`config.mk`:
```
export PLATFORM = sky130hd
export DESIGN_NAME = exu_top
export DESIGN_NICKNAME = d
export VERILOG_FILES = /design/src/design/exu_pkg.sv /design/src/design/exu_top.sv /design/src/design/exu_wb.sv /design/src/design/exu_alu.sv /design/src/design/exu_regfile.sv /design/src/design/exu_ctrl.sv
export VERILOG_INCLUDE_DIRS = /design/src /design/src/design
export SDC_FILE = /design/constraint.sdc
export NUM_CORES = 2
export LEC_CHECK = 0
export BUFFER_PORTS_ARGS = -buffer_cell sky130_fd_sc_hd__buf_2
export CAP_MARGIN = 20
export CORE_ASPECT_RATIO = 1.75
export CORE_MARGIN = 2
export CORE_UTILIZATION = 59
export CTS_CLUSTER_DIAMETER = 100
export DETAILED_ROUTE_END_ITERATION = 6
export PLACE_DENSITY_LB_ADDON = 0.15
export SETUP_SLACK_MARGIN = 0.3
export SLEW_MARGIN = 10
export SYNTH_ARGS = -nofsm -noshare
export SYNTH_HDL_FRONTEND = slang
export SYNTH_SLANG_ARGS = --single-unit
export TNS_END_PERCENT = 10
```
`constraint.sdc`:
```
create_clock -name clk -period 13.89 [get_ports clk]
set_input_delay 0.6945 -clock clk [delete_from_list [all_inputs] [get_ports clk]]
set_output_delay 0.6945 -clock clk [all_outputs]
set_load 0.02 [all_outputs]
```
`src/design/exu_defs.svh`:
```
/* execute slice parameters
   data width, register file geometry and one-hot op width */

`ifndef EXU_DEFS_SVH
`define EXU_DEFS_SVH

// data path width
`define XLEN 32

// register number width
`define REG_ADDR_WIDTH 5

// architectural register count, x0 included
`define REG_NUM 32

// one-hot op vector width
// one bit per alu_op_e member, bit index is the enum value
`define ALU_OP_WIDTH 13

`endif
```
`src/design/exu_pkg.sv`:
```
/* execute slice types
   opcode and writeback state encodings */

`default_nettype none

package exu_pkg;

    // alu opcode, the value is also the one-hot bit position
    typedef enum logic [3:0] {
        ALU_ADD   = 4'd0,
        ALU_SUB   = 4'd1,
        ALU_SLL   = 4'd2,
        ALU_SLT   = 4'd3,
        ALU_SLTU  = 4'd4,
        ALU_XOR   = 4'd5,
        ALU_SRL   = 4'd6,
        ALU_SRA   = 4'd7,
        ALU_OR    = 4'd8,
        ALU_AND   = 4'd9,
        ALU_LUI   = 4'd10,
        ALU_AUIPC = 4'd11,
        ALU_JUMP  = 4'd12
    } alu_op_e;

    // writeback holding stage occupancy
    typedef enum logic {
        WB_EMPTY = 1'b0,
        WB_FULL  = 1'b1
    } wb_state_e;

endpackage

`default_nettype wire

```
`src/design/exu_top.sv`:
```
/* integer execute slice
   issue control, register file, alu and writeback */

`default_nettype none

`include "exu_defs.svh"

module exu_top (
    input  wire                        clk,
    input  wire                        rst_n_i,
    input  wire                        flush_i,

    // issue port
    input  wire                        issue_valid_i,
    input  exu_pkg::alu_op_e           issue_op_i,
    input  wire [`REG_ADDR_WIDTH-1:0]  issue_rs1_i,
    input  wire [`REG_ADDR_WIDTH-1:0]  issue_rs2_i,
    input  wire [`REG_ADDR_WIDTH-1:0]  issue_rd_i,
    input  wire [`XLEN-1:0]            issue_imm_i,
    input  wire                        issue_use_imm_i,
    input  wire [`XLEN-1:0]            issue_pc_i,
    output wire                        issue_ready_o,

    // retire port
    output wire                        retire_valid_o,
    output wire [`REG_ADDR_WIDTH-1:0]  retire_rd_o,
    output wire [`XLEN-1:0]            retire_data_o,
    input  wire                        retire_ready_i
);

    // register file read
    wire [`REG_ADDR_WIDTH-1:0] rs1_addr;
    wire [`REG_ADDR_WIDTH-1:0] rs2_addr;
    wire [`XLEN-1:0]           rs1_data;
    wire [`XLEN-1:0]           rs2_data;

    // control to alu
    wire                       req_alu;
    wire [`ALU_OP_WIDTH-1:0]   op_info;
    wire [`XLEN-1:0]           op1;
    wire [`XLEN-1:0]           op2;
    wire [`REG_ADDR_WIDTH-1:0] rd;

    // alu to writeback
    wire                       alu_stall;
    wire                       alu_we;
    wire [`XLEN-1:0]           alu_result;
    wire [`REG_ADDR_WIDTH-1:0] alu_rd;
    wire                       wb_ready;

    // writeback to register file and hazard check
    wire                       rf_we;
    wire [`REG_ADDR_WIDTH-1:0] rf_waddr;
    wire [`XLEN-1:0]           rf_wdata;
    wire                       wb_pend_valid;
    wire [`REG_ADDR_WIDTH-1:0] wb_pend_rd;

    exu_ctrl u_ctrl (
        .clk             (clk),
        .rst_n_i         (rst_n_i),
        .issue_valid_i   (issue_valid_i),
        .issue_op_i      (issue_op_i),
        .issue_rs1_i     (issue_rs1_i),
        .issue_rs2_i     (issue_rs2_i),
        .issue_rd_i      (issue_rd_i),
        .issue_imm_i     (issue_imm_i),
        .issue_use_imm_i (issue_use_imm_i),
        .issue_pc_i      (issue_pc_i),
        .issue_ready_o   (issue_ready_o),
        .rs1_addr_o      (rs1_addr),
        .rs2_addr_o      (rs2_addr),
        .rs1_data_i      (rs1_data),
        .rs2_data_i      (rs2_data),
        .alu_stall_i     (alu_stall),
        .alu_pend_we_i   (alu_we),
        .alu_pend_rd_i   (alu_rd),
        .wb_pend_valid_i (wb_pend_valid),
        .wb_pend_rd_i    (wb_pend_rd),
        .req_alu_o       (req_alu),
        .op_info_o       (op_info),
        .op1_o           (op1),
        .op2_o           (op2),
        .rd_o            (rd)
    );

    exu_regfile u_regfile (
        .clk      (clk),
        .rst_n_i  (rst_n_i),
        .raddr1_i (rs1_addr),
        .raddr2_i (rs2_addr),
        .rdata1_o (rs1_data),
        .rdata2_o (rs2_data),
        .we_i     (rf_we),
        .waddr_i  (rf_waddr),
        .wdata_i  (rf_wdata)
    );

    exu_alu u_alu (
        .clk           (clk),
        .rst_n_i       (rst_n_i),
        .req_alu_i     (req_alu),
        .flush_i       (flush_i),
        .alu_op1_i     (op1),
        .alu_op2_i     (op2),
        .alu_op_info_i (op_info),
        .alu_rd_i      (rd),
        .wb_ready_i    (wb_ready),
        .alu_stall_o   (alu_stall),
        .result_o      (alu_result),
        .reg_we_o      (alu_we),
        .reg_waddr_o   (alu_rd)
    );

    exu_wb u_wb (
        .clk            (clk),
        .rst_n_i        (rst_n_i),
        .alu_we_i       (alu_we),
        .alu_result_i   (alu_result),
        .alu_rd_i       (alu_rd),
        .wb_ready_o     (wb_ready),
        .retire_valid_o (retire_valid_o),
        .retire_rd_o    (retire_rd_o),
        .retire_data_o  (retire_data_o),
        .retire_ready_i (retire_ready_i),
        .rf_we_o        (rf_we),
        .rf_waddr_o     (rf_waddr),
        .rf_wdata_o     (rf_wdata),
        .pend_valid_o   (wb_pend_valid),
        .pend_rd_o      (wb_pend_rd)
    );

endmodule

`default_nettype wire

```
`src/design/exu_wb.sv`:
```
/* writeback stage
   one-entry hold, retire handshake and register file write */

`default_nettype none

`include "exu_defs.svh"

module exu_wb (
    input  wire                        clk,
    input  wire                        rst_n_i,
    input  wire                        alu_we_i,
    input  wire [`XLEN-1:0]            alu_result_i,
    input  wire [`REG_ADDR_WIDTH-1:0]  alu_rd_i,
    output logic                       wb_ready_o,
    output logic                       retire_valid_o,
    output logic [`REG_ADDR_WIDTH-1:0] retire_rd_o,
    output logic [`XLEN-1:0]           retire_data_o,
    input  wire                        retire_ready_i,
    output logic                       rf_we_o,
    output logic [`REG_ADDR_WIDTH-1:0] rf_waddr_o,
    output logic [`XLEN-1:0]           rf_wdata_o,
    output logic                       pend_valid_o,
    output logic [`REG_ADDR_WIDTH-1:0] pend_rd_o
);

    import exu_pkg::*;

    wb_state_e state_q;
    logic      retire_fire;
    logic      load;

    assign retire_valid_o = (state_q == WB_FULL);
    assign retire_fire    = retire_valid_o & retire_ready_i;
    // free now, or freed by this cycle's retire
    assign wb_ready_o     = (state_q == WB_EMPTY) | retire_fire;
    assign load           = alu_we_i & wb_ready_o;

    always_ff @(posedge clk or negedge rst_n_i) begin
        if (!rst_n_i) begin
            state_q <= WB_EMPTY;
        end else if (load) begin
            state_q <= WB_FULL;
        end else if (retire_fire) begin
            state_q <= WB_EMPTY;
        end
    end

    always_ff @(posedge clk) begin
        if (load) begin
            retire_rd_o   <= alu_rd_i;
            retire_data_o <= alu_result_i;
        end
    end

    // register file commits on the retire edge, x0 filtered there
    assign rf_we_o    = retire_fire;
    assign rf_waddr_o = retire_rd_o;
    assign rf_wdata_o = retire_data_o;

    // held entry seen by the hazard check
    assign pend_valid_o = retire_valid_o;
    assign pend_rd_o    = retire_rd_o;

    a_retire_hold: assert property (@(posedge clk) disable iff (!rst_n_i)
        retire_valid_o && !retire_ready_i |=>
            retire_valid_o && $stable(retire_data_o) && $stable(retire_rd_o));

endmodule

`default_nettype wire

```
`src/design/exu_alu.sv`:
```
/* integer alu with registered output
   shared shifter and adder, ready/stall handshake toward writeback */

`default_nettype none

`include "exu_defs.svh"

module exu_alu (
    input  wire                        clk,
    input  wire                        rst_n_i,
    input  wire                        req_alu_i,
    input  wire                        flush_i,
    input  wire [`XLEN-1:0]            alu_op1_i,
    input  wire [`XLEN-1:0]            alu_op2_i,
    input  wire [`ALU_OP_WIDTH-1:0]    alu_op_info_i,
    input  wire [`REG_ADDR_WIDTH-1:0]  alu_rd_i,
    input  wire                        wb_ready_i,
    output logic                       alu_stall_o,
    output logic [`XLEN-1:0]           result_o,
    output logic                       reg_we_o,
    output logic [`REG_ADDR_WIDTH-1:0] reg_waddr_o
);

    import exu_pkg::*;

    localparam int SHW = $clog2(`XLEN);

    // mirror a word, msb to lsb
    function automatic logic [`XLEN-1:0] bit_rev(input logic [`XLEN-1:0] v);
        logic [`XLEN-1:0] r;
        for (int i = 0; i < `XLEN; i++) begin
            r[i] = v[`XLEN-1-i];
        end
        return r;
    endfunction

    // op groups
    logic op_shift;
    logic op_right;
    logic op_cmp;
    logic op_adder;
    logic op_inv;
    assign op_right = alu_op_info_i[ALU_SRL] | alu_op_info_i[ALU_SRA];
    assign op_shift = alu_op_info_i[ALU_SLL] | op_right;
    assign op_cmp   = alu_op_info_i[ALU_SLT] | alu_op_info_i[ALU_SLTU];
    assign op_inv   = alu_op_info_i[ALU_SUB] | op_cmp;
    assign op_adder = alu_op_info_i[ALU_ADD] | op_inv |
                      alu_op_info_i[ALU_AUIPC] | alu_op_info_i[ALU_JUMP];

    ////////////////////////////////////////
    // shifter, left only
    ////////////////////////////////////////

    logic [`XLEN-1:0] sh_in;
    logic [SHW-1:0]   sh_amt;
    logic [`XLEN-1:0] sh_out;
    logic [`XLEN-1:0] srl_res;
    logic [`XLEN-1:0] sra_mask;
    logic [`XLEN-1:0] sra_res;

    // right shifts go through reversed input
    assign sh_in    = {`XLEN{op_shift}} & (op_right ? bit_rev(alu_op1_i) : alu_op1_i);
    assign sh_amt   = {SHW{op_shift}} & alu_op2_i[SHW-1:0];
    assign sh_out   = sh_in << sh_amt;
    assign srl_res  = bit_rev(sh_out);
    // vacated top bits get the sign
    assign sra_mask = ~({`XLEN{1'b1}} >> sh_amt);
    assign sra_res  = srl_res | ({`XLEN{alu_op1_i[`XLEN-1]}} & sra_mask);

    ////////////////////////////////////////
    // adder, also compare and pc math
    ////////////////////////////////////////

    logic [`XLEN-1:0] add_a;
    logic [`XLEN-1:0] add_b;
    logic [`XLEN:0]   add_sum;
    logic             lt_s;
    logic             lt_u;

    // subtract as a + ~b + 1
    assign add_a   = {`XLEN{op_adder}} & alu_op1_i;
    assign add_b   = {`XLEN{op_adder}} & (op_inv ? ~alu_op2_i : alu_op2_i);
    assign add_sum = {1'b0, add_a} + {1'b0, add_b} + (`XLEN+1)'(op_inv);

    // signs differ, the negative one is smaller
    assign lt_s = (alu_op1_i[`XLEN-1] != alu_op2_i[`XLEN-1]) ?
                  alu_op1_i[`XLEN-1] : add_sum[`XLEN-1];
    // no carry out means a borrow
    assign lt_u = ~add_sum[`XLEN];

    ////////////////////////////////////////
    // result select
    ////////////////////////////////////////

    logic [`XLEN-1:0] alu_res;
    assign alu_res =
        ({`XLEN{op_adder & ~op_cmp}}       & add_sum[`XLEN-1:0]) |
        ({`XLEN{alu_op_info_i[ALU_SLT]}}  & `XLEN'(lt_s)) |
        ({`XLEN{alu_op_info_i[ALU_SLTU]}} & `XLEN'(lt_u)) |
        ({`XLEN{alu_op_info_i[ALU_SLL]}}  & sh_out) |
        ({`XLEN{alu_op_info_i[ALU_SRL]}}  & srl_res) |
        ({`XLEN{alu_op_info_i[ALU_SRA]}}  & sra_res) |
        ({`XLEN{alu_op_info_i[ALU_XOR]}}  & (alu_op1_i ^ alu_op2_i)) |
        ({`XLEN{alu_op_info_i[ALU_OR]}}   & (alu_op1_i | alu_op2_i)) |
        ({`XLEN{alu_op_info_i[ALU_AND]}}  & (alu_op1_i & alu_op2_i)) |
        ({`XLEN{alu_op_info_i[ALU_LUI]}}  & alu_op2_i);

    ////////////////////////////////////////
    // output register and handshake
    ////////////////////////////////////////

    logic update;

    // load when writeback takes the entry or the entry is a bubble
    assign update      = wb_ready_i | ~reg_we_o;
    assign alu_stall_o = reg_we_o & ~wb_ready_i;

    always_ff @(posedge clk or negedge rst_n_i) begin
        if (!rst_n_i) begin
            reg_we_o <= 1'b0;
        end else if (update) begin
            // flushed issue becomes a bubble
            reg_we_o <= req_alu_i & ~flush_i;
        end
    end

    always_ff @(posedge clk) begin
        if (update) begin
            result_o    <= alu_res;
            reg_waddr_o <= alu_rd_i;
        end
    end

    // held entry stays put until writeback accepts it
    a_hold_on_stall: assert property (@(posedge clk) disable iff (!rst_n_i)
        alu_stall_o |=> $stable(result_o) && $stable(reg_waddr_o) && reg_we_o);

    a_op_onehot: assert property (@(posedge clk) disable iff (!rst_n_i)
        req_alu_i |-> $onehot0(alu_op_info_i));

endmodule

`default_nettype wire

```
`src/design/exu_regfile.sv`:
```
/* integer register file
   two combinational reads, one write, x0 tied to zero */

`default_nettype none

`include "exu_defs.svh"

module exu_regfile (
    input  wire                        clk,
    input  wire                        rst_n_i,
    input  wire [`REG_ADDR_WIDTH-1:0]  raddr1_i,
    input  wire [`REG_ADDR_WIDTH-1:0]  raddr2_i,
    output logic [`XLEN-1:0]           rdata1_o,
    output logic [`XLEN-1:0]           rdata2_o,
    input  wire                        we_i,
    input  wire [`REG_ADDR_WIDTH-1:0]  waddr_i,
    input  wire [`XLEN-1:0]            wdata_i
);

    // x1 .. x31, x0 has no storage
    logic [`XLEN-1:0] regs [1:`REG_NUM-1];

    always_ff @(posedge clk or negedge rst_n_i) begin
        if (!rst_n_i) begin
            for (int i = 1; i < `REG_NUM; i++) begin
                regs[i] <= '0;
            end
        end else if (we_i && (waddr_i != '0)) begin
            // writes to x0 dropped
            regs[waddr_i] <= wdata_i;
        end
    end

    // no write bypass, new value visible the cycle after
    assign rdata1_o = (raddr1_i == '0) ? '0 : regs[raddr1_i];
    assign rdata2_o = (raddr2_i == '0) ? '0 : regs[raddr2_i];

endmodule

`default_nettype wire

```
`src/design/exu_ctrl.sv`:
```
/* issue control
   hazard check, operand select and opcode to one-hot decode */

`default_nettype none

`include "exu_defs.svh"

module exu_ctrl (
    input  wire                        clk,
    input  wire                        rst_n_i,

    // issue port
    input  wire                        issue_valid_i,
    input  exu_pkg::alu_op_e           issue_op_i,
    input  wire [`REG_ADDR_WIDTH-1:0]  issue_rs1_i,
    input  wire [`REG_ADDR_WIDTH-1:0]  issue_rs2_i,
    input  wire [`REG_ADDR_WIDTH-1:0]  issue_rd_i,
    input  wire [`XLEN-1:0]            issue_imm_i,
    input  wire                        issue_use_imm_i,
    input  wire [`XLEN-1:0]            issue_pc_i,
    output logic                       issue_ready_o,

    // register file read
    output logic [`REG_ADDR_WIDTH-1:0] rs1_addr_o,
    output logic [`REG_ADDR_WIDTH-1:0] rs2_addr_o,
    input  wire [`XLEN-1:0]            rs1_data_i,
    input  wire [`XLEN-1:0]            rs2_data_i,

    // pending writes downstream
    input  wire                        alu_stall_i,
    input  wire                        alu_pend_we_i,
    input  wire [`REG_ADDR_WIDTH-1:0]  alu_pend_rd_i,
    input  wire                        wb_pend_valid_i,
    input  wire [`REG_ADDR_WIDTH-1:0]  wb_pend_rd_i,

    // request toward alu
    output logic                       req_alu_o,
    output logic [`ALU_OP_WIDTH-1:0]   op_info_o,
    output logic [`XLEN-1:0]           op1_o,
    output logic [`XLEN-1:0]           op2_o,
    output logic [`REG_ADDR_WIDTH-1:0] rd_o
);

    import exu_pkg::*;

    logic rs1_hit;
    logic rs2_hit;
    logic hazard;

    // sources read straight from the register file
    assign rs1_addr_o = issue_rs1_i;
    assign rs2_addr_o = issue_rs2_i;

    ////////////////////////////////////////
    // hazard check
    ////////////////////////////////////////

    // wb_pend_valid_i is writeback sitting in WB_FULL
    // x0 never creates a dependency
    assign rs1_hit = (issue_rs1_i != '0) &&
                     ((alu_pend_we_i && (issue_rs1_i == alu_pend_rd_i)) ||
                      (wb_pend_valid_i && (issue_rs1_i == wb_pend_rd_i)));
    assign rs2_hit = (issue_rs2_i != '0) &&
                     ((alu_pend_we_i && (issue_rs2_i == alu_pend_rd_i)) ||
                      (wb_pend_valid_i && (issue_rs2_i == wb_pend_rd_i)));
    assign hazard  = rs1_hit | rs2_hit;

    // no forwarding so a dependent op waits for the retire
    // alu output stall also blocks issue
    assign issue_ready_o = ~hazard & ~alu_stall_i;
    assign req_alu_o     = issue_valid_i & issue_ready_o;

    ////////////////////////////////////////
    // decode and operand select
    ////////////////////////////////////////

    // enum value picks the one-hot bit
    assign op_info_o = `ALU_OP_WIDTH'(1) << issue_op_i;
    assign rd_o      = issue_rd_i;

    always_comb begin
        // default covers the reg/reg and reg/imm ops
        op1_o = rs1_data_i;
        op2_o = issue_use_imm_i ? issue_imm_i : rs2_data_i;
        case (issue_op_i)
            ALU_LUI: begin
                op2_o = issue_imm_i;
            end
            ALU_AUIPC: begin
                op1_o = issue_pc_i;
                op2_o = issue_imm_i;
            end
            // link value pc + 4
            ALU_JUMP: begin
                op1_o = issue_pc_i;
                op2_o = `XLEN'(4);
            end
            default: begin
            end
        endcase
    end

    // held issue keeps its fields until accepted
    a_issue_hold: assert property (@(posedge clk) disable iff (!rst_n_i)
        issue_valid_i && !issue_ready_o |=> issue_valid_i
            && $stable(issue_op_i) && $stable(issue_rs1_i) && $stable(issue_rs2_i)
            && $stable(issue_rd_i) && $stable(issue_imm_i)
            && $stable(issue_use_imm_i) && $stable(issue_pc_i));

endmodule

`default_nettype wire

```
# Yosys cells after proc, flatten, opt, wreduce, memory -nomap -nowiden
# Index checks and enable logic that the tools add are counted.
[op_classes]
n_addsub = 2
muxes = 19
n_eq_ne = 8
bitwise_logic = 58
n_lt_le_gt_ge = 4
n_reduce_logical = 18
shifts = 3
[op_table]
columns = ["cell", "n"]
rows = [
  ["$bwmux 992", 1],
  ["$and 32x32->32", 13],
  ["$mux 32", 11],
  ["$or 32x32->32", 11],
  ["$bmux 32 s5", 2],
  ["$demux 32 s5", 1],
  ["$and 32x1->32", 2],
  ["$not 32->32", 2],
  ["$pmux 32 s2", 1],
  ["$add 32x32->33", 1],
  ["$add 33x1->33", 1],
  ["$shl 32x5->32", 1],
  ["$shr 32x5->32 const A", 1],
  ["$xor 32x32->32", 1],
  ["$eq 5x5->1", 4],
  ["$ge 6x6->1 const B", 3],
  ["$not 5->6", 3],
  ["$reduce_bool 5->1", 3],
  ["$shl 1x4->13 const A", 1],
  ["$eq 4x4->1 const B", 3],
  ["$logic_not 5->1", 2],
  ["$or 1x1->1", 10],
  ["$logic_and 1x1->1", 8],
  ["$not 1->1", 8],
  ["8 further kinds", 18],
]
[word_totals]
inputBits = 89
reg_bits = 1068
word_cells = 149
output_inout_bits = 39

# Logic depth before layout (Yosys ltp)
[depth]
word_depth = 23
depth_mapped = 27
ltp_nobuf = 21

# By module
# From an unflattened synthesis, not the netlist that was laid out.
[hier_totals]
cells_unflattened = 5001
hier_area_um2 = 64295.4
[modules_own_cells]
columns = ["module", "area_each_um2", "cells_per_inst", "seq_area_each_um2", "instances"]
rows = [
  ["exu_regfile", 52945.8, 3628, 24823.8, 1],
  ["exu_alu", 8476.9, 1130, 1136.1, 1],
  ["exu_wb", 1493.9, 85, 1136.1, 1],
  ["exu_ctrl", 1378.8, 158, 0.0, 1],
]

# Worst setup path after synthesis
# Ideal clock, no wire load.
[synth_timing]
path_kind = "input to register"
from = "in issue_rs2_i[1]"
to = "reg u_alu.result_o[0] (data pin)"
n_path_buf = 7
t_required_ns = 13.634
setup_time_ns = 0.256
path_stages = 25
arrival_time_ns = 5.685
slack_ns = 7.949
path_cell_list = "buf_6 buf_6 buf_4 buf_2 buf_2 buf_2 buf_1 mux4_2 mux4_2 mux2i_1 o21ai_1 nand2_1 xnor2_1 nor2_1 ha_1 a21o_1 a21o_1 a211oi_1 a21oi_1 o21ai_0 o21ai_0 mux2_2 o2111ai_1 a211o_1 a31o_2"
[synth_between]
elab_chain_cells = 23
elab_cells_between_ends = 44
classes_between = "add/sub (2); eq/ne (1); shift (2); mux (8); bitwise (30); reduce/logical (1)"
[synth_rtl]
columns = ["element", "line_no", "rtl"]
rows = [
  ["start, declared", "exu_top.sv:17", "input wire [`REG_ADDR_WIDTH-1:0] issue_rs2_i,"],
  ["$not 5->6 (implied by the code)", "exu_regfile.sv:36", "assign rdata2_o = (raddr2_i == '0) ? '0 : regs[raddr2_i];"],
  ["$bmux 32 s5", "exu_regfile.sv:36", ""],
  ["$mux 32 (implied by the code) (2 in series)", "exu_regfile.sv:36", ""],
  ["$mux 32 (*)", "exu_regfile.sv:36", ""],
  ["$mux 32 (*)", "exu_ctrl.sv:84", "op2_o = issue_use_imm_i ? issue_imm_i : rs2_data_i;"],
  ["$pmux 32 s2 (*)", "exu_ctrl.sv:85", "case (issue_op_i)"],
  ["$not 32->32", "exu_alu.sv:82", "assign add_b = {`XLEN{op_adder}} & (op_inv ? ~alu_op2_i : alu_op2_i);"],
  ["$mux 32", "exu_alu.sv:82", ""],
  ["$and 32x32->32", "exu_alu.sv:82", ""],
  ["$add 32x32->33", "exu_alu.sv:83", "assign add_sum = {1'b0, add_a} + {1'b0, add_b} + (`XLEN+1)'(op_inv);"],
  ["$add 33x1->33", "exu_alu.sv:83", ""],
  ["$mux 1", "exu_alu.sv:86", "assign lt_s = (alu_op1_i[`XLEN-1] != alu_op2_i[`XLEN-1]) ?"],
  ["$and 32x1->32", "exu_alu.sv:98", "({`XLEN{alu_op_info_i[ALU_SLT]}} & `XLEN'(lt_s)) |"],
  ["$or 32x32->32 (8 in series)", "exu_alu.sv:97", "({`XLEN{op_adder & ~op_cmp}} & add_sum[`XLEN-1:0]) |"],
  ["$or 32x32->32 (*)", "exu_alu.sv:97", ""],
  ["named net u_alu.alu_res[0]", "exu_alu.sv:95", "logic [`XLEN-1:0] alu_res;"],
  ["end signal, assigned", "exu_alu.sv:129", "result_o <= alu_res;"],
  ["end, declared", "exu_alu.sv:19", "output logic [`XLEN-1:0] result_o,"],
]
# Mark *: on every way through the listed nets, which the timed path passes. The rest lies on a longest branch. The select of a mux whose other input is x is not followed.
# A chain may end at the register's enable or synchronous reset.

# Final worst setup path
[layout_timing]
from = "in issue_rs2_i[0]"
to = "reg u_alu.result_o[0] (data pin)"
# The elaborated chain is that of the path after synthesis.

==> metrics <==
Core Rows=160; met2 Use GR=around 70%; Seq/Total Area, Yosys=42.0%; crit path DAT=between 8 and 9 ns; global route total overflow=0; Psw=about 0.0028 W; leakage power=31.5 nW; CTS Buf Count=98; first-pass GRT wire length=between 300000 and 400000 µm; Initial DRT Pass Iterations=7; worst vdd ir=~100 µV; initial antenna violation count=29; # Max-Cap Violations=0; Starting Density=59.4%; global placement routability congestion=approximately 1.1; HP Class=in -> async; CTS Sinks=between 1000 and 1500; Hold Vio Cnt, Final=0; Mapped Nets=5114; minimum clock period=8.06 ns; FFs w/ async S/R, synth=93.1%; CTS resizes=0; worst path bufs/invs=5; CP Max Fanout=84; pins over their slew limit=0; failing checks=design-rule violations; GRT Overall Usage=45.3%; hpwl dp=158000 µm; later-pin clock latency in the skew report=between 0.7 and 0.8 ns; Logic pwr share=23.8%; hold slack final=0.0228 ns; Final setup viols=0; slew margin rel.=about 4.3%; die area=112000 µm²; initial DRC count=5480; Post-DRT Antenna Nets=0; I/O pin cnt=between 100 and 150; fraction of layout cells with a size suffix above 1=42.6%; H-tree levels=3; register bit total from synthesis=roughly 1100; switching power share of the total=30.6%; fmax=approximately 120 MHz; largest net degree at the start of global routing=176; Final period util=58.0%; Worst setup SP type=input pin; Worst setup EP type=flip-flop; CTS tree=yes; Layout area overhead=8.67%; Critical Path Slowest Stage Cell=o31a_1; GR met1 Demand/Resource=around half; final wirelength=249000 µm; cell area after synthesis=approximately 64000 µm²; clock buffer depth=3; NumNets Final=5052; busiest grt layer=met2; IO buf count=127; Worst Max-Slew Pin Slew=1.44 ns; setup TNS=0 ns; Synth Flop Type=dfrtp_1; post-CTS setup buffers=0; CP required=14.39 ns; Root Driver=clkbuf_16; Die Wd=254 µm; CP Cell Sequence=buf_8 -> buf_12 -> mux4_1 -> o22ai_1 -> nor4_1 -> o31a_2 -> buf_4 -> inv_2 -> buf_4 -> nor2_1 -> or3_1 -> fa_1 -> fa_1 -> nor2b_1 -> o21ai_0 -> a21o_1 -> o31ai_1 -> o31a_1 -> nor3_1 -> o31ai_1 -> a211oi_1 -> a2bb2oi_1 -> a211o_1 -> a31o_2; Die Span Y=441 µm; via count=about 48000; Cells after Synth=4928; Residual DRC=9; core box area=109000 µm²; cts hold-fix bufs=0; internal power component=0.00632 W; clock transition at the registers of the reported paths=approximately 0.06 ns; RSZ-0062 raised after global routing=no; average wire per standard cell=38.8 µm; post-synthesis cell type count=104; Crit Path Category=in -> reg; vias per cell=7.48; skew final=between 0.04 and 0.05 ns; slowest stage delay, CP=0.72 ns; clock power share=a little under a third; Flop pwr share=between 40% and 50%; vias in the first global route=48700; PwrDens=130 nW/µm²; syn avg cell area=between 10 and 15 µm²; EDFF count, synth=74; Ys Warns=0; outcome=finished with violations; critical path's top delay family=compound AO/OA/AOI/OAI gates; met3 GRT Util=16.9%
flip-flops by register name, summed over array words and instances (netlist names):
register            count
u_wb.retire_data_o     32
u_wb.pend_rd_o          5
u_wb.pend_valid_o       1
u_alu.reg_we_o          1
u_alu.result_o         32
u_alu.reg_waddr_o       5
u_regfile.regs        992
cell usage in the layout, fill, tap and decap left out, types with 73 or more instances in the layout:
master	instances
mux2_2	1103
dfrtp_1	994
mux4_2	420
mux2i_1	190
nand2_1	168
nor2_1	163
buf_4	157
buf_2	118
a21oi_1	117
a22oi_1	105
clkbuf_16	105
ha_1	95
o21ai_0	91
edfxtp_1	74
inv_1	73
per-stage QoR:
| stage | util, % | worst slack (ns) | instance area [µm²] | instances | total power (W) |
|---|---|---|---|---|---|
| after global placement | 60.9 | 5.53 | 66100 | 6190 | 0.00607 |
| final | 64.6 | 5.83 | 70100 | 6416 | 0.00909 |
| after CTS | 64.0 | 6.31 | 69500 | 6370 | 0.00899 |
| after global routing | 64.6 | 5.51 | 70000 | 6407 | 0.00939 |
| after floorplan | - | 7.95 | 64500 | 4928 | 0.00543 |
| after detailed placement | 60.9 | 5.56 | 66100 | 6194 | 0.00616 |
metal layers:
layer	wire (µm)	vias up
li1	-	18800
met1	82000	24800
met4	26400	20
met3	26400	1216
met5	133	-
met2	114000	3134
cell families after synthesis:
| family | count (synthesis) | synth area share [%] |
|---|---|---|
| multiplexers | 1723 | 37.2 |
| flip-flops | 1068 | 42.0 |
| AO/OA/AOI/OAI | 759 | 8.67 |
| AND/OR/NAND/NOR | 646 | 4.82 |
| buffers and inverters | 559 | 4.32 |
| adder cells (fa/ha/maj) | 97 | 1.91 |
| XOR/XNOR | 76 | 1.03 |
power by group through the flow:
stage	clock network [W]	registers (W)	logic, W
2_1_floorplan	0	0.00396	0.00148
3_3_place_gp	0	0.00409	0.00198
3_5_place_dp	0	0.00413	0.00203
4_1_cts	0.00289	0.00407	0.00204
5_1_grt	0.00301	0.00411	0.00227
6_report	0.00287	0.00406	0.00216
path summary, 6_finish.rpt:
path	cells after the start	end	slack, ns	from
setup / recovery	24	u_alu.result_o[0]	5.83	issue_rs2_i[0]
hold / removal	1	u_regfile.regs[361]	0.02	rst_n_i
setup reg to reg	22	u_alu.result_o[0]	6.75	u_regfile.regs[448]
hold reg to reg	0	u_wb.retire_data_o[1]	0.42	u_alu.result_o[1]
max in group asynchronous	5	u_regfile.regs[451]	10.94	rst_n_i
min in group clk	1	u_alu.reg_waddr_o[2]	0.11	issue_rd_i[2]
Yosys cell counts (all sizes together) (8+ instances only):
master / instances / area [µm²]
a211o: 8 / 70.1
a211oi: 26 / 200
a21o: 27 / 203
a21oi: 125 / 641
a221o: 38 / 380
a221oi: 55 / 513
a22o: 31 / 272
a22oi: 105 / 788
a31oi: 22 / 153
a32oi: 15 / 131
and2: 19 / 124
and3: 11 / 68.8
buf: 236 / 1560
clkbuf: 242 / 913
dfrtp: 994 / 24900
edfxtp: 74 / 2220
ha: 95 / 1190
inv: 79 / 297
mux2: 1104 / 12400
mux2i: 192 / 1930
mux4: 427 / 9640
nand2: 180 / 678
nand2b: 29 / 181
nand3: 57 / 285
nand3b: 12 / 90.1
nand4: 29 / 181
nor2: 184 / 703
nor2b: 28 / 175
nor3: 41 / 210
nor3b: 8 / 60.1
nor4: 12 / 75.1
o211ai: 22 / 175
o21a: 18 / 135
o21ai: 109 / 549
o221ai: 45 / 394
o22ai: 21 / 131
o31a: 8 / 70.1
o31ai: 15 / 123
or3: 11 / 73.8
xnor2: 49 / 429
xor2: 27 / 236
layout make-up:
class	count	area, µm²
clock buffers	148	2930
clock inverters	28	418
inverters	81	309
repair buffers	316	2570
multi-input cells	3301	34900
well taps	1458	1820
flip-flops and latches	1068	27100
fillers	8312	38400
diodes	16	40.0
No activity file was read; power rests on OpenSTA's default activity.
